==> config.mk <==
export PLATFORM = sky130hd
export DESIGN_NAME = rv_decode_exec
export DESIGN_NICKNAME = d
export VERILOG_FILES = /design/src/rv_core_pkg.sv /design/src/rv_regfile.sv /design/src/rv_decode_stage.sv /design/src/rv_execute_stage.sv /design/src/rv_decode_exec.sv
export VERILOG_INCLUDE_DIRS = /design/src
export SDC_FILE = /design/constraint.sdc
export NUM_CORES = 2
export LEC_CHECK = 0
export ABC_CLOCK_PERIOD_IN_PS = 9500
export BUFFER_PORTS_ARGS = -buffer_cell sky130_fd_sc_hd__buf_2
export CELL_PAD_IN_SITES_DETAIL_PLACEMENT = 1
export CELL_PAD_IN_SITES_GLOBAL_PLACEMENT = 2
export CORE_ASPECT_RATIO = 1.75
export CORE_MARGIN = 5
export CORE_UTILIZATION = 40
export DETAILED_ROUTE_END_ITERATION = 10
export PLACE_DENSITY = 0.76
export SYNTH_ARGS = -nofsm -noshare
export SYNTH_HDL_FRONTEND = slang
export SYNTH_SLANG_ARGS = --single-unit
==> constraint.sdc <==
create_clock -name clk -period 9.5 [get_ports clk]
set_input_delay 0.95 -clock clk [delete_from_list [all_inputs] [get_ports clk]]
set_output_delay 0.95 -clock clk [all_outputs]
set_load 0.02 [all_outputs]
==> src/rv_core_config.svh <==
`ifndef RV_CORE_CONFIG_SVH
`define RV_CORE_CONFIG_SVH

`define XLEN      32  // data path width
`define REG_COUNT 32
`define REG_AW    5   // log2 of REG_COUNT

`endif

==> src/rv_core_pkg.sv <==
package rv_core_pkg;

    // one instruction word, six encodings
    typedef union packed {
        logic [31:0] raw;
        struct packed {
            logic [6:0] funct7;
            logic [4:0] rs2;
            logic [4:0] rs1;
            logic [2:0] funct3;
            logic [4:0] rd;
            logic [6:0] opcode;
        } r;
        struct packed {
            logic [11:0] imm11_0;
            logic [4:0]  rs1;
            logic [2:0]  funct3;
            logic [4:0]  rd;
            logic [6:0]  opcode;
        } i;
        struct packed {
            logic [6:0] imm11_5;
            logic [4:0] rs2;
            logic [4:0] rs1;
            logic [2:0] funct3;
            logic [4:0] imm4_0;
            logic [6:0] opcode;
        } s;
        struct packed {
            logic       imm12;
            logic [5:0] imm10_5;
            logic [4:0] rs2;
            logic [4:0] rs1;
            logic [2:0] funct3;
            logic [3:0] imm4_1;
            logic       imm11;
            logic [6:0] opcode;
        } b;
        struct packed {
            logic [19:0] imm31_12;
            logic [4:0]  rd;
            logic [6:0]  opcode;
        } u;
        struct packed {
            logic       imm20;
            logic [9:0] imm10_1;
            logic       imm11;
            logic [7:0] imm19_12;
            logic [4:0] rd;
            logic [6:0] opcode;
        } j;
    } rv_inst_u;

    localparam logic [6:0] OPC_LOAD   = 7'b0000011;
    localparam logic [6:0] OPC_STORE  = 7'b0100011;
    localparam logic [6:0] OPC_OP     = 7'b0110011;
    localparam logic [6:0] OPC_OP_IMM = 7'b0010011;
    localparam logic [6:0] OPC_BRANCH = 7'b1100011;
    localparam logic [6:0] OPC_JAL    = 7'b1101111;
    localparam logic [6:0] OPC_JALR   = 7'b1100111;
    localparam logic [6:0] OPC_LUI    = 7'b0110111;
    localparam logic [6:0] OPC_AUIPC  = 7'b0010111;
    localparam logic [6:0] OPC_SYSTEM = 7'b1110011;

    localparam logic [6:0] F7_BASE = 7'b0000000;
    localparam logic [6:0] F7_ALT  = 7'b0100000;  // sub, sra, srai

    localparam logic [2:0] F3_ADD_SUB = 3'd0;
    localparam logic [2:0] F3_SLL     = 3'd1;
    localparam logic [2:0] F3_SLT     = 3'd2;
    localparam logic [2:0] F3_SLTU    = 3'd3;
    localparam logic [2:0] F3_XOR     = 3'd4;
    localparam logic [2:0] F3_SR      = 3'd5;
    localparam logic [2:0] F3_OR      = 3'd6;
    localparam logic [2:0] F3_AND     = 3'd7;
    localparam logic [2:0] F3_LB      = 3'd0;
    localparam logic [2:0] F3_LH      = 3'd1;
    localparam logic [2:0] F3_LW      = 3'd2;
    localparam logic [2:0] F3_LBU     = 3'd4;
    localparam logic [2:0] F3_LHU     = 3'd5;
    localparam logic [2:0] F3_SB      = 3'd0;
    localparam logic [2:0] F3_SH      = 3'd1;
    localparam logic [2:0] F3_SW      = 3'd2;
    localparam logic [2:0] F3_BEQ     = 3'd0;
    localparam logic [2:0] F3_BNE     = 3'd1;
    localparam logic [2:0] F3_BLT     = 3'd4;
    localparam logic [2:0] F3_BGE     = 3'd5;
    localparam logic [2:0] F3_BLTU    = 3'd6;
    localparam logic [2:0] F3_BGEU    = 3'd7;
    localparam logic [2:0] F3_JALR    = 3'd0;
    localparam logic [2:0] F3_CSRRW   = 3'd1;
    localparam logic [2:0] F3_CSRRS   = 3'd2;
    localparam logic [2:0] F3_CSRRC   = 3'd3;
    localparam logic [2:0] F3_CSRRWI  = 3'd5;
    localparam logic [2:0] F3_CSRRSI  = 3'd6;
    localparam logic [2:0] F3_CSRRCI  = 3'd7;

    localparam logic [31:0] INST_ECALL = 32'h0000_0073;

    typedef enum logic [4:0] {
        ALU_X, ALU_ADD, ALU_SUB, ALU_AND, ALU_OR, ALU_XOR,
        ALU_SLL, ALU_SRL, ALU_SRA, ALU_SLT, ALU_SLTU,
        ALU_JALR, ALU_COPY1,
        BR_BEQ, BR_BNE, BR_BLT, BR_BGE, BR_BLTU, BR_BGEU
    } exe_fun_e;

    typedef enum logic [3:0] {OP1_X, OP1_RS1, OP1_PC, OP1_IMZ} op1_sel_e;
    typedef enum logic [3:0] {OP2_X, OP2_RS2W, OP2_IMI, OP2_IMS, OP2_IMJ, OP2_IMU} op2_sel_e;
    typedef enum logic [4:0] {MEN_X, MEN_SB, MEN_SH, MEN_SW} mem_wen_e;

    typedef enum logic [3:0] {
        WB_X, WB_ALU, WB_PC, WB_CSR,
        WB_MEMB, WB_MEMBU, WB_MEMH, WB_MEMHU, WB_MEMW
    } wb_sel_e;

    typedef enum logic [2:0] {CSR_X, CSR_W, CSR_S, CSR_C, CSR_E} csr_cmd_e;

endpackage

==> src/rv_regfile.sv <==
`timescale 1ns/1ns
`include "rv_core_config.svh"

module rv_regfile (
    input  logic               clk,
    input  logic               rst,
    input  logic [`REG_AW-1:0] rs1_addr,
    input  logic [`REG_AW-1:0] rs2_addr,
    input  logic               wr_en,
    input  logic [`REG_AW-1:0] wr_addr,
    input  logic [`XLEN-1:0]   wr_data,
    output logic [`XLEN-1:0]   rs1_rdata,
    output logic [`XLEN-1:0]   rs2_rdata
);

    logic [`XLEN-1:0] regs [`REG_COUNT];

    function automatic logic [`XLEN-1:0] rd_port(input logic [`REG_AW-1:0] addr);
        if (addr == '0) begin
            return '0;
        end else if (wr_en && wr_addr == addr) begin
            return wr_data;  // write-through
        end
        return regs[addr];
    endfunction

    always_comb begin
        rs1_rdata = rd_port(rs1_addr);
        rs2_rdata = rd_port(rs2_addr);
    end

    always_ff @(posedge clk) begin
        if (rst) begin
            for (int k = 0; k < `REG_COUNT; k++) begin
                regs[k] <= '0;
            end
        end else if (wr_en && wr_addr != '0) begin  // x0 stays zero
            regs[wr_addr] <= wr_data;
        end
    end

endmodule

==> src/rv_decode_stage.sv <==
`timescale 1ns/1ns
`include "rv_core_config.svh"

module rv_decode_stage import rv_core_pkg::*; (
    input  logic               clk,
    input  logic               rst,
    input  logic [`XLEN-1:0]   inst,
    input  logic [`XLEN-1:0]   pc,
    input  logic [`XLEN-1:0]   rs1_rdata,
    input  logic [`XLEN-1:0]   rs2_rdata,
    output logic [`REG_AW-1:0] rs1_addr,
    output logic [`REG_AW-1:0] rs2_addr,
    output logic [`XLEN-1:0]   pc_q,
    output logic [`XLEN-1:0]   imm_b,
    output logic [`XLEN-1:0]   op1_data,
    output logic [`XLEN-1:0]   op2_data,
    output logic [`XLEN-1:0]   rs2_data,
    output exe_fun_e           exe_fun,
    output mem_wen_e           mem_wen,
    output logic               rf_wen,
    output wb_sel_e            wb_sel,
    output logic [`REG_AW-1:0] wb_addr,
    output csr_cmd_e           csr_cmd,
    output logic               jmp_flg
);

    rv_inst_u         ins;
    logic [`XLEN-1:0] imm_i, imm_s, imm_b_d, imm_j, imm_u, imm_z;
    logic [`XLEN-1:0] op1_d, op2_d;
    logic             is_op, f7_ok, legal;
    exe_fun_e         exe_fun_d;
    op1_sel_e         op1_sel;
    op2_sel_e         op2_sel;
    mem_wen_e         mem_wen_d;
    logic             rf_wen_d, jmp_d;
    wb_sel_e          wb_sel_d;
    csr_cmd_e         csr_cmd_d;

    assign ins      = inst;
    assign rs1_addr = ins.r.rs1;
    assign rs2_addr = ins.r.rs2;

    assign imm_i   = {{20{ins.i.imm11_0[11]}}, ins.i.imm11_0};
    assign imm_s   = {{20{ins.s.imm11_5[6]}}, ins.s.imm11_5, ins.s.imm4_0};
    assign imm_b_d = {{19{ins.b.imm12}}, ins.b.imm12, ins.b.imm11, ins.b.imm10_5,
                      ins.b.imm4_1, 1'b0};
    assign imm_j   = {{11{ins.j.imm20}}, ins.j.imm20, ins.j.imm19_12, ins.j.imm11,
                      ins.j.imm10_1, 1'b0};
    assign imm_u   = {ins.u.imm31_12, 12'd0};
    assign imm_z   = {{(`XLEN-5){1'b0}}, ins.r.rs1};  // csr immediate sits in rs1

    // funct7 is base, or alt for sra/srai/sub
    assign is_op = (ins.r.opcode == OPC_OP);
    assign f7_ok = (ins.r.funct7 == F7_BASE) ||
                   (ins.r.funct7 == F7_ALT &&
                    (ins.r.funct3 == F3_SR || (is_op && ins.r.funct3 == F3_ADD_SUB)));

    always_comb begin
        exe_fun_d = ALU_X;
        op1_sel   = OP1_X;
        op2_sel   = OP2_X;
        mem_wen_d = MEN_X;
        rf_wen_d  = 1'b0;
        wb_sel_d  = WB_X;
        csr_cmd_d = CSR_X;
        jmp_d     = 1'b0;
        legal     = 1'b1;
        case (ins.r.opcode)
            OPC_LOAD: begin
                exe_fun_d = ALU_ADD;
                op1_sel   = OP1_RS1;
                op2_sel   = OP2_IMI;
                rf_wen_d  = 1'b1;
                case (ins.i.funct3)
                    F3_LB:   wb_sel_d = WB_MEMB;
                    F3_LH:   wb_sel_d = WB_MEMH;
                    F3_LW:   wb_sel_d = WB_MEMW;
                    F3_LBU:  wb_sel_d = WB_MEMBU;
                    F3_LHU:  wb_sel_d = WB_MEMHU;
                    default: legal = 1'b0;
                endcase
            end
            OPC_STORE: begin
                exe_fun_d = ALU_ADD;
                op1_sel   = OP1_RS1;
                op2_sel   = OP2_IMS;
                case (ins.s.funct3)
                    F3_SB:   mem_wen_d = MEN_SB;
                    F3_SH:   mem_wen_d = MEN_SH;
                    F3_SW:   mem_wen_d = MEN_SW;
                    default: legal = 1'b0;
                endcase
            end
            OPC_OP, OPC_OP_IMM: begin
                op1_sel  = OP1_RS1;
                op2_sel  = is_op ? OP2_RS2W : OP2_IMI;
                rf_wen_d = 1'b1;
                wb_sel_d = WB_ALU;
                case (ins.r.funct3)
                    F3_ADD_SUB: exe_fun_d = (is_op && ins.r.funct7 == F7_ALT) ? ALU_SUB : ALU_ADD;
                    F3_SLL:     exe_fun_d = ALU_SLL;
                    F3_SLT:     exe_fun_d = ALU_SLT;
                    F3_SLTU:    exe_fun_d = ALU_SLTU;
                    F3_XOR:     exe_fun_d = ALU_XOR;
                    F3_SR:      exe_fun_d = (ins.r.funct7 == F7_ALT) ? ALU_SRA : ALU_SRL;
                    F3_OR:      exe_fun_d = ALU_OR;
                    F3_AND:     exe_fun_d = ALU_AND;
                    default:    legal = 1'b0;
                endcase
                if (!f7_ok && (is_op || ins.r.funct3 == F3_SLL || ins.r.funct3 == F3_SR)) begin
                    legal = 1'b0;  // immediate ops only check funct7 on shifts
                end
            end
            OPC_BRANCH: begin
                op1_sel = OP1_RS1;
                op2_sel = OP2_RS2W;
                case (ins.b.funct3)
                    F3_BEQ:  exe_fun_d = BR_BEQ;
                    F3_BNE:  exe_fun_d = BR_BNE;
                    F3_BLT:  exe_fun_d = BR_BLT;
                    F3_BGE:  exe_fun_d = BR_BGE;
                    F3_BLTU: exe_fun_d = BR_BLTU;
                    F3_BGEU: exe_fun_d = BR_BGEU;
                    default: legal = 1'b0;
                endcase
            end
            OPC_JAL: begin
                exe_fun_d = ALU_ADD;
                op1_sel   = OP1_PC;
                op2_sel   = OP2_IMJ;
                rf_wen_d  = 1'b1;
                wb_sel_d  = WB_PC;
                jmp_d     = 1'b1;
            end
            OPC_JALR: begin
                exe_fun_d = ALU_JALR;
                op1_sel   = OP1_RS1;
                op2_sel   = OP2_IMI;
                rf_wen_d  = 1'b1;
                wb_sel_d  = WB_PC;
                jmp_d     = 1'b1;
                legal     = (ins.i.funct3 == F3_JALR);
            end
            OPC_LUI, OPC_AUIPC: begin
                exe_fun_d = ALU_ADD;
                op1_sel   = (ins.u.opcode == OPC_AUIPC) ? OP1_PC : OP1_X;
                op2_sel   = OP2_IMU;
                rf_wen_d  = 1'b1;
                wb_sel_d  = WB_ALU;
            end
            OPC_SYSTEM: begin
                if (ins.raw == INST_ECALL) begin
                    csr_cmd_d = CSR_E;
                end else begin
                    exe_fun_d = ALU_COPY1;
                    op1_sel   = ins.i.funct3[2] ? OP1_IMZ : OP1_RS1;
                    rf_wen_d  = 1'b1;
                    wb_sel_d  = WB_CSR;
                    case (ins.i.funct3)
                        F3_CSRRW, F3_CSRRWI: csr_cmd_d = CSR_W;
                        F3_CSRRS, F3_CSRRSI: csr_cmd_d = CSR_S;
                        F3_CSRRC, F3_CSRRCI: csr_cmd_d = CSR_C;
                        default:             legal = 1'b0;
                    endcase
                end
            end
            default: legal = 1'b0;
        endcase
        if (!legal) begin  // unmatched word acts as a bubble
            exe_fun_d = ALU_X;
            op1_sel   = OP1_X;
            op2_sel   = OP2_X;
            mem_wen_d = MEN_X;
            rf_wen_d  = 1'b0;
            wb_sel_d  = WB_X;
            csr_cmd_d = CSR_X;
            jmp_d     = 1'b0;
        end
    end

    always_comb begin
        case (op1_sel)
            OP1_RS1: op1_d = rs1_rdata;
            OP1_PC:  op1_d = pc;
            OP1_IMZ: op1_d = imm_z;
            default: op1_d = '0;
        endcase
        case (op2_sel)
            OP2_RS2W: op2_d = rs2_rdata;
            OP2_IMI:  op2_d = imm_i;
            OP2_IMS:  op2_d = imm_s;
            OP2_IMJ:  op2_d = imm_j;
            OP2_IMU:  op2_d = imm_u;
            default:  op2_d = '0;
        endcase
    end

    always_ff @(posedge clk) begin
        if (rst) begin
            exe_fun <= ALU_X;
            mem_wen <= MEN_X;
            rf_wen  <= 1'b0;
            wb_sel  <= WB_X;
            csr_cmd <= CSR_X;
            jmp_flg <= 1'b0;
        end else begin
            exe_fun <= exe_fun_d;
            mem_wen <= mem_wen_d;
            rf_wen  <= rf_wen_d;
            wb_sel  <= wb_sel_d;
            csr_cmd <= csr_cmd_d;
            jmp_flg <= jmp_d;
        end
    end

    always_ff @(posedge clk) begin
        pc_q     <= pc;
        imm_b    <= imm_b_d;
        op1_data <= op1_d;
        op2_data <= op2_d;
        rs2_data <= rs2_rdata;
        wb_addr  <= ins.r.rd;
    end

endmodule

==> src/rv_execute_stage.sv <==
`timescale 1ns/1ns
`include "rv_core_config.svh"

module rv_execute_stage import rv_core_pkg::*; (
    input  logic               clk,
    input  logic               rst,
    input  logic [`XLEN-1:0]   pc_q,
    input  logic [`XLEN-1:0]   imm_b,
    input  logic [`XLEN-1:0]   op1_data,
    input  logic [`XLEN-1:0]   op2_data,
    input  logic [`XLEN-1:0]   rs2_data,
    input  exe_fun_e           exe_fun,
    input  logic               rf_wen,
    input  wb_sel_e            wb_sel,
    input  logic [`REG_AW-1:0] wb_addr,
    input  logic               jmp_flg,
    input  mem_wen_e           mem_wen,
    input  csr_cmd_e           csr_cmd,
    output logic [`XLEN-1:0]   alu_out,
    output logic               br_flg,
    output logic [`XLEN-1:0]   br_target,
    output logic               jmp_flg_q,
    output logic               wb_en,
    output logic [`REG_AW-1:0] wb_addr_q,
    output logic [`XLEN-1:0]   wb_data,
    output mem_wen_e           mem_wen_q,
    output csr_cmd_e           csr_cmd_q,
    output wb_sel_e            wb_sel_q
);

    logic [`XLEN-1:0] sum, alu_d, wb_data_d;
    logic [4:0]       shamt;
    logic             br_d, wb_en_d;

    assign sum   = op1_data + op2_data;
    assign shamt = op2_data[4:0];

    always_comb begin
        case (exe_fun)
            ALU_ADD:   alu_d = sum;
            ALU_SUB:   alu_d = op1_data - op2_data;
            ALU_AND:   alu_d = op1_data & op2_data;
            ALU_OR:    alu_d = op1_data | op2_data;
            ALU_XOR:   alu_d = op1_data ^ op2_data;
            ALU_SLL:   alu_d = op1_data << shamt;
            ALU_SRL:   alu_d = op1_data >> shamt;
            ALU_SRA:   alu_d = $signed(op1_data) >>> shamt;
            ALU_SLT:   alu_d = {{(`XLEN-1){1'b0}}, $signed(op1_data) < $signed(op2_data)};
            ALU_SLTU:  alu_d = {{(`XLEN-1){1'b0}}, op1_data < op2_data};
            ALU_JALR:  alu_d = {sum[`XLEN-1:1], 1'b0};
            ALU_COPY1: alu_d = op1_data;
            default:   alu_d = '0;
        endcase
        case (exe_fun)
            BR_BEQ:  br_d = (op1_data == op2_data);
            BR_BNE:  br_d = (op1_data != op2_data);
            BR_BLT:  br_d = ($signed(op1_data) < $signed(op2_data));
            BR_BGE:  br_d = ($signed(op1_data) >= $signed(op2_data));
            BR_BLTU: br_d = (op1_data < op2_data);
            BR_BGEU: br_d = (op1_data >= op2_data);
            default: br_d = 1'b0;
        endcase
    end

    assign wb_data_d = (wb_sel == WB_PC) ? pc_q + `XLEN'd4 : alu_d;  // link value
    assign wb_en_d   = rf_wen && (wb_sel == WB_ALU || wb_sel == WB_PC);

    always_ff @(posedge clk) begin
        if (rst) begin
            br_flg    <= 1'b0;
            jmp_flg_q <= 1'b0;
            wb_en     <= 1'b0;
            mem_wen_q <= MEN_X;
            csr_cmd_q <= CSR_X;
            wb_sel_q  <= WB_X;
        end else begin
            br_flg    <= br_d;
            jmp_flg_q <= jmp_flg;
            wb_en     <= wb_en_d;
            mem_wen_q <= mem_wen;
            csr_cmd_q <= csr_cmd;
            wb_sel_q  <= wb_sel;
        end
    end

    always_ff @(posedge clk) begin
        alu_out   <= alu_d;
        br_target <= pc_q + imm_b;
        wb_addr_q <= wb_addr;
        wb_data   <= (mem_wen != MEN_X) ? rs2_data : wb_data_d;  // store data, no memory here
    end

endmodule

==> src/rv_decode_exec.sv <==
`timescale 1ns/1ns
`include "rv_core_config.svh"

module rv_decode_exec import rv_core_pkg::*; (
    input  logic               clk,
    input  logic               rst,
    input  logic [`XLEN-1:0]   inst,
    input  logic [`XLEN-1:0]   pc,
    output logic [`XLEN-1:0]   alu_out,
    output logic               br_flg,
    output logic [`XLEN-1:0]   br_target,
    output logic               jmp_flg,
    output logic               wb_en,
    output logic [`REG_AW-1:0] wb_addr,
    output logic [`XLEN-1:0]   wb_data,
    output mem_wen_e           mem_wen,
    output csr_cmd_e           csr_cmd,
    output wb_sel_e            wb_sel
);

    logic [`REG_AW-1:0] rs1_addr, rs2_addr, de_wb_addr;
    logic [`XLEN-1:0]   rs1_rdata, rs2_rdata;
    logic [`XLEN-1:0]   de_pc, de_imm_b, de_op1, de_op2, de_rs2;
    exe_fun_e           de_exe_fun;
    mem_wen_e           de_mem_wen;
    wb_sel_e            de_wb_sel;
    csr_cmd_e           de_csr_cmd;
    logic               de_rf_wen, de_jmp_flg;

    rv_regfile regfile_i (
        .clk       (clk),
        .rst       (rst),
        .rs1_addr  (rs1_addr),
        .rs2_addr  (rs2_addr),
        .wr_en     (wb_en),
        .wr_addr   (wb_addr),
        .wr_data   (wb_data),
        .rs1_rdata (rs1_rdata),
        .rs2_rdata (rs2_rdata)
    );

    rv_decode_stage decode_i (
        .clk       (clk),
        .rst       (rst),
        .inst      (inst),
        .pc        (pc),
        .rs1_rdata (rs1_rdata),
        .rs2_rdata (rs2_rdata),
        .rs1_addr  (rs1_addr),
        .rs2_addr  (rs2_addr),
        .pc_q      (de_pc),
        .imm_b     (de_imm_b),
        .op1_data  (de_op1),
        .op2_data  (de_op2),
        .rs2_data  (de_rs2),
        .exe_fun   (de_exe_fun),
        .mem_wen   (de_mem_wen),
        .rf_wen    (de_rf_wen),
        .wb_sel    (de_wb_sel),
        .wb_addr   (de_wb_addr),
        .csr_cmd   (de_csr_cmd),
        .jmp_flg   (de_jmp_flg)
    );

    rv_execute_stage execute_i (
        .clk       (clk),
        .rst       (rst),
        .pc_q      (de_pc),
        .imm_b     (de_imm_b),
        .op1_data  (de_op1),
        .op2_data  (de_op2),
        .rs2_data  (de_rs2),
        .exe_fun   (de_exe_fun),
        .rf_wen    (de_rf_wen),
        .wb_sel    (de_wb_sel),
        .wb_addr   (de_wb_addr),
        .jmp_flg   (de_jmp_flg),
        .mem_wen   (de_mem_wen),
        .csr_cmd   (de_csr_cmd),
        .alu_out   (alu_out),
        .br_flg    (br_flg),
        .br_target (br_target),
        .jmp_flg_q (jmp_flg),
        .wb_en     (wb_en),
        .wb_addr_q (wb_addr),
        .wb_data   (wb_data),
        .mem_wen_q (mem_wen),
        .csr_cmd_q (csr_cmd),
        .wb_sel_q  (wb_sel)
    );

endmodule

* Word-level counts from Yosys, hierarchy flattened
Memory sizes are Yosys's and may differ from the RTL's.
Cells that the tools add are included.
** Word-level totals
- Register bits after elaboration :: 280
- Memory bits (writable) :: 1024
- Bits of input ports :: 66
- Output and inout port bits :: 116
- Memories :: 1
** Cells by class
- Add/sub/neg operators :: 4
- Order comparisons :: 4
- Equal/unequal tests :: 51
- Shift-type cells :: 3
- Muxes and demuxes :: 54
- Bitwise logic cells :: 6
- Reduce and logical (&&, ||, !) cells :: 41
** Memory list
- regfile_i.regs :: words 32, bits a word 32, rd ports 2, clocked after memory_dff 0, wr ports 32, line rv_regfile.sv:16 : logic [`XLEN-1:0] regs [`REG_COUNT];
** Operator list (count)
- 32-bit one-hot mux with 12 select lines :: 1
- 32-bit two-way mux :: 9
- 32-bit one-hot mux with 5 select lines :: 1
- 32-bit one-hot mux with 3 select lines :: 1
- 32-bit adder :: 2
- 32-bit >= comparator :: 2
- 32-bit less-than comparator :: 2
- 5-bit by 4-bit == test with 1-bit output (second input constant) :: 8
- 5-bit one-hot mux with 8 select lines :: 1
- 32-bit by 3-bit adder with 32-bit output (second input constant) :: 1
- 32-bit bitwise AND :: 1
- 32-bit == test :: 1
- 32-bit by 7-bit == test with 1-bit output (second input constant) :: 1
- 32-bit != test :: 1
- 32-bit OR :: 1
- 4-bit one-hot mux with 4 select lines :: 2
- 32-bit OR reduction :: 1
- 32-bit by 5-bit left shift with 32-bit output :: 1
- 32-bit by 5-bit >> shifter with 32-bit output :: 1
- 32-bit by 5-bit >>> shifter with 32-bit output :: 1
- 32-bit subtractor :: 1
- 32-bit bitwise XOR :: 1
- 5-bit one-hot mux with 6 select lines :: 1
- 7-bit by 6-bit == test with 1-bit output (second input constant) :: 4
- 40 further kinds :: 117

* Depth between registers and ports, before layout
- Depth in word-level cells :: 12
- Gate-level depth with buffers :: 16
- Gate-level depth less buffers :: 13

* Modules after synthesis
From an unflattened synthesis, not the netlist that was laid out.
** Unflattened totals
- Cell total of the unflattened synthesis :: 6125
- Area, all modules :: 75213.4 um^2
** By module, submodules not included
- rv_regfile :: times used 1, cells an instance 3679, area an instance 55134.1 um^2, sequential area each 30749.5 um^2
- rv_execute_stage :: times used 1, cells an instance 1999, area an instance 15023.2 um^2, sequential area each 2322.2 um^2
- rv_decode_stage :: times used 1, cells an instance 447, area an instance 5056.1 um^2, sequential area each 3123.0 um^2

* Worst setup path after synthesis
No wires, ideal clock.
- Kind :: reg-to-reg
- From :: register decode_i.op2_data[3]
- To :: register execute_i.wb_data[23]
- Setup time :: 0.126 ns
- Arrival :: 3.612 ns
- Data required time :: 9.374 ns
- Path slack :: 5.762 ns
- Stages on the path, launching flop included :: 16
- Period minus slack after synthesis :: 3.738 ns
- Cells stage by stage :: dfxtp_1 inv_1 buf_1 clkbuf_1 clkbuf_1 ha_1 nor2_2 o211ai_1 a31oi_2 a21oi_1 o21bai_1 a211oi_1 o31a_1 a211o_1 a21boi_1 o21ai_0
** On the way
- Word-level cells in the longest chain between the ends :: 4
- Elaborated cells between the ends (all ways) :: 8
- Those cells by class :: add/sub: 2; shift: 3; mux: 3
** Ends and longest elaborated chain
- start: declaration :: line rv_decode_stage.sv:16 : output logic [`XLEN-1:0] op2_data,
- start signal: assignment :: line rv_decode_stage.sv:220 : op2_data <= op2_d;
- 32-bit adder (tied with other cells) :: line rv_execute_stage.sv:35 : assign sum = op1_data + op2_data;
- 32-bit one-hot mux with 12 select lines * :: line rv_execute_stage.sv:39 : case (exe_fun)
- 32-bit two-way mux * :: line rv_execute_stage.sv:65 : assign wb_data_d = (wb_sel == WB_PC) ? pc_q + `XLEN'd4 : alu_d;
- 32-bit two-way mux * :: line rv_execute_stage.sv:90 : wb_data <= (mem_wen != MEN_X) ? rs2_data : wb_data_d;
- end signal: assignment :: line rv_execute_stage.sv:90
- end: declaration :: line rv_execute_stage.sv:25 : output logic [`XLEN-1:0] wb_data,
Mark *: on every way between the ends. The rest lies on a longest branch, timed or not.
A chain may end at the register's enable or synchronous reset.

* Worst setup path in the final report
- From :: register decode_i.op1_data[19]
- To :: register execute_i.wb_data[0]
** On the way
- Word-level cells in the longest chain between the ends :: 4
- Elaborated cells between the ends (all ways) :: 8
- Those cells by class :: order compare: 2; shift: 3; mux: 3
** Ends and longest elaborated chain
- start: declaration :: line rv_decode_stage.sv:15 : output logic [`XLEN-1:0] op1_data,
- start signal: assignment :: line rv_decode_stage.sv:219 : op1_data <= op1_d;
- 32-bit less-than comparator (tied with other cells) :: line rv_execute_stage.sv:49 : ALU_SLTU: alu_d = {{(`XLEN-1){1'b0}}, op1_data < op2_data};
- 32-bit one-hot mux with 12 select lines * :: line rv_execute_stage.sv:39
- via execute_i.alu_d[0] :: line rv_execute_stage.sv:31 : logic [`XLEN-1:0] sum, alu_d, wb_data_d;
- 32-bit two-way mux * :: line rv_execute_stage.sv:65
- 32-bit two-way mux * :: line rv_execute_stage.sv:90
Mark *: on every way through the listed nets, which the timed path passes. The rest lies on a longest branch.

==> results.md <==
- Mapped Area: 73940 um^2
- Largest net degree at the start of global routing: ~150
- 1st-pass router iterations: 8
- # setup viols final: 0
- GR Util met2: 0.5701
- Critical Path RT: between 10 and 15 ns
- Final setup skew: roughly 0.035 ns
- Power per Cell Area: ~160 nW/um^2
- Fill cell count: roughly 19000
- R2R Setup Slk: ~4.4 ns
- Post-CTS setup buffer count: 0
- Clock slew at reported path FFs: ~0.060 ns
- M3 GR Usage: 0.05375
- Antenna viol nets, final: 0
- GPL Wtd Cong: a little under 1
- PortBufs: approximately 180
- I/O Pins: ~180
- Area of the core: between 150000 and 200000 um^2
- Setup TNS: 0 ns
- GR Util met1: 0.3352
- Vias in the first global route: approximately 59000
- EDFF count, synth: just over 1000
- Worst Tran Pin Value: ~1.5 ns
- VDD IR max: 0.1483 mV
- Worst path cell trace: inv_1, ha_1, nor2_1, nand3_1, or4_1, nor3_1, a2111oi_4, nand4_1, nand4_2, mux2i_1, o21ai_1
- Yosys reg bits: between 1000 and 1500
- DR vias/cell: around 6.5
- Cell Area, Placed: 77330 um^2
- Critical Path Fanout Max: 12
- Unrepaired setup endpoints after global routing: no
- DRT iter0 DRCs: about 5300
- Yosys cell types: about 110
- Num CTS Buffers: roughly 140
- Clk_lat worst skew: roughly 0.8 ns
- Worst path slowest cell: nor3_1
- Startpoint Class: flip-flop
- Worst Path Buf+Inv: 1
- Initial core utilization: 0.4024
- Endpoints failing hold: 0
- FFs w/ async S/R, synth: 0
- Leak Pwr: 29.80 nW
- Max Cap Viol: 1
- Cell area after layout: roughly 80000 um^2
- Total track usage: 0.3216
- Hold Crit Class: input pin to flip-flop
- Crit end category: flip-flop
- Most frequent cells in the layout: 1024 x edfxtp_1, 1002 x and2_1, 480 x mux4_2
- # hold bufs at CTS: 0
- Synth warn: 0
- CTS tree: built
- Final period utilization: 0.5369
- Top flip-flop cell by instance count after synthesis: edfxtp_1
- Instance count of the mapped netlist: 6091
- Nets: ~6300
- Failing checks: max-capacitance violations, max-slew violations
- Die ar.: around 190000 um^2
- Worst rel slew slack: -0.02427
- Post-DP HPWL: approximately 210000 um
- Syn_area_per_cell: approximately 12 um^2
- Crit Path Class: flip-flop to flip-flop
- Htree depth: 4
- Clock sink count: approximately 1300
- GR Overflow Total: 0
- Busiest layer in global routing: met2
- Global-route wire length before repair: between 400000 and 500000 um
- Initial antenna violation count: 22
- Die H: 578.8 um
- Outcome: finished with violations
- Final WL: between 300000 and 400000 um
- Via count: roughly 55000
- Minimum clock period: roughly 5.1 ns
- CTS Root Buffer Type: clkbuf_16
- Area Overhead vs Synth: 10.33%
- CP arrival: between 5 and 6 ns
- Width of the die: between 300 and 400 um
- Post-CTS sizing: 0
- Fmax: roughly 0.2 GHz
- Largest delay share family, worst path: simple AND/OR/NAND/NOR gates
- Residual DRC: 0
- DR WL/cell: between 30 and 40 um
- Largest stage delay, worst path: between 0.9 and 1 ns
- Max-slew violation count: 2
- Most common cell after layout, fill and taps aside: edfxtp_1
- Clock buffer depth: 4
- Rows: 208
- Layout cell share with drive strength beyond 1: 0.2008
- Sequential fraction of the synthesis area: 0.4887
per-stage QoR:
stage               hold slack, ns  std cells  total power [mW]  setup slack, ns    util
finish                      0.2959       8575             13.31            4.399  0.4440
global route                0.2769       8567             13.67            4.427  0.4439
CTS                         0.2632       8563             13.36            4.678  0.4438
detailed placement          0.3466       8331             8.079            4.379  0.4209
global placement            0.3406       8330             8.042            4.135  0.4207
floorplan                   0.3301       6125             7.447            5.762       -
registers in the layout, indices dropped and copies added, names as in the netlist:
register             flops
execute_i.wb_en          1
execute_i.wb_data       32
decode_i.imm_b           8
execute_i.jmp_flg_q      1
decode_i.exe_fun         5
decode_i.wb_addr         4
execute_i.br_flg         1
execute_i.wb_sel_q       4
decode_i.wb_sel          4
decode_i.csr_cmd         3
decode_i.op1_data       32
regfile_i.regs        1024
execute_i.wb_addr_q      5
decode_i.rs2_data       32
decode_i.pc_q           32
execute_i.br_target     32
decode_i.op2_data       32
execute_i.mem_wen_q      2
execute_i.csr_cmd_q      3
decode_i.jmp_flg         1
decode_i.mem_wen         2
decode_i.rf_wen          1
execute_i.alu_out       32
where the power goes:
part           total (mW)  switching, mW  internal, mW
logic                1.53          0.973         0.562
registers            6.45          0.132          6.31
clock network        5.33           2.37          2.96
total                13.3           3.47          9.84
kinds of logic after synthesis:
group | synth area share
AOI/OAI and AO/OA | 0.1060
other | 0.00005072
muxes | 0.1944
adders and majority gates | 0.02247
buffers and inverters | 0.03709
and+or+nand+nor | 0.1432
DFF | 0.4887
xor gates and xnor gates | 0.008055
cell type report:
class	instances	area (um^2)	share of cell area
well taps	2415	3022	0.03704
diodes	10	25.02	0.0003068
clock inverters	64	585.6	0.007178
clock buffers	168	3618	0.04436
inverters	111	416.7	0.005107
flip-flops and latches	1293	36140	0.4431
multi-input cells	4171	35520	0.4354
repair buffers	343	2248	0.02756
metal layers:
metal,routed length (um),vias to the layer above
met3,21060,1137
met2,161900,2816
met4,31780,12
li1,-,22806
met5,88,-
met1,104500,28663
worst paths after layout:
kind,start,cells after the start,end
max,decode_i.op1_data[19]$_DFF_P_,11,execute_i.wb_data[0]$_DFF_P_
min,pc[26],1,decode_i.pc_q[26]$_DFF_P_
max reg2reg,decode_i.op1_data[19]$_DFF_P_,11,execute_i.wb_data[0]$_DFF_P_
min reg2reg,decode_i.wb_addr[0]$_DFF_P_,0,execute_i.wb_addr_q[0]$_DFF_P_
synthesized netlist by cell type (41+ instances only):
| cell | instances | area [um^2] |
|---|---|---|
| inv_1 | 106 | 397.9 |
| o21ai_1 | 43 | 215.2 |
| ha_1 | 128 | 1602 |
| o211ai_1 | 88 | 660.6 |
| nor3_1 | 41 | 205.2 |
| mux4_2 | 480 | 10810 |
| edfxtp_1 | 1024 | 30750 |
| and2_1 | 1002 | 6269 |
| nand3_1 | 67 | 335.3 |
| or2_2 | 42 | 262.8 |
| a21oi_1 | 301 | 1506 |
| buf_2 | 80 | 400.4 |
| a221oi_1 | 90 | 788.3 |
| mux2_2 | 80 | 900.9 |
| nand2_1 | 261 | 979.7 |
| a211oi_1 | 47 | 352.8 |
| mux2i_1 | 264 | 2643 |
| a21o_1 | 45 | 337.8 |
| a22oi_1 | 90 | 675.7 |
| nor2_1 | 361 | 1355 |
| clkbuf_1 | 412 | 1546 |
| dfxtp_1 | 269 | 5385 |
| o21ai_0 | 231 | 1156 |
Power figures use the tool's default switching activity.
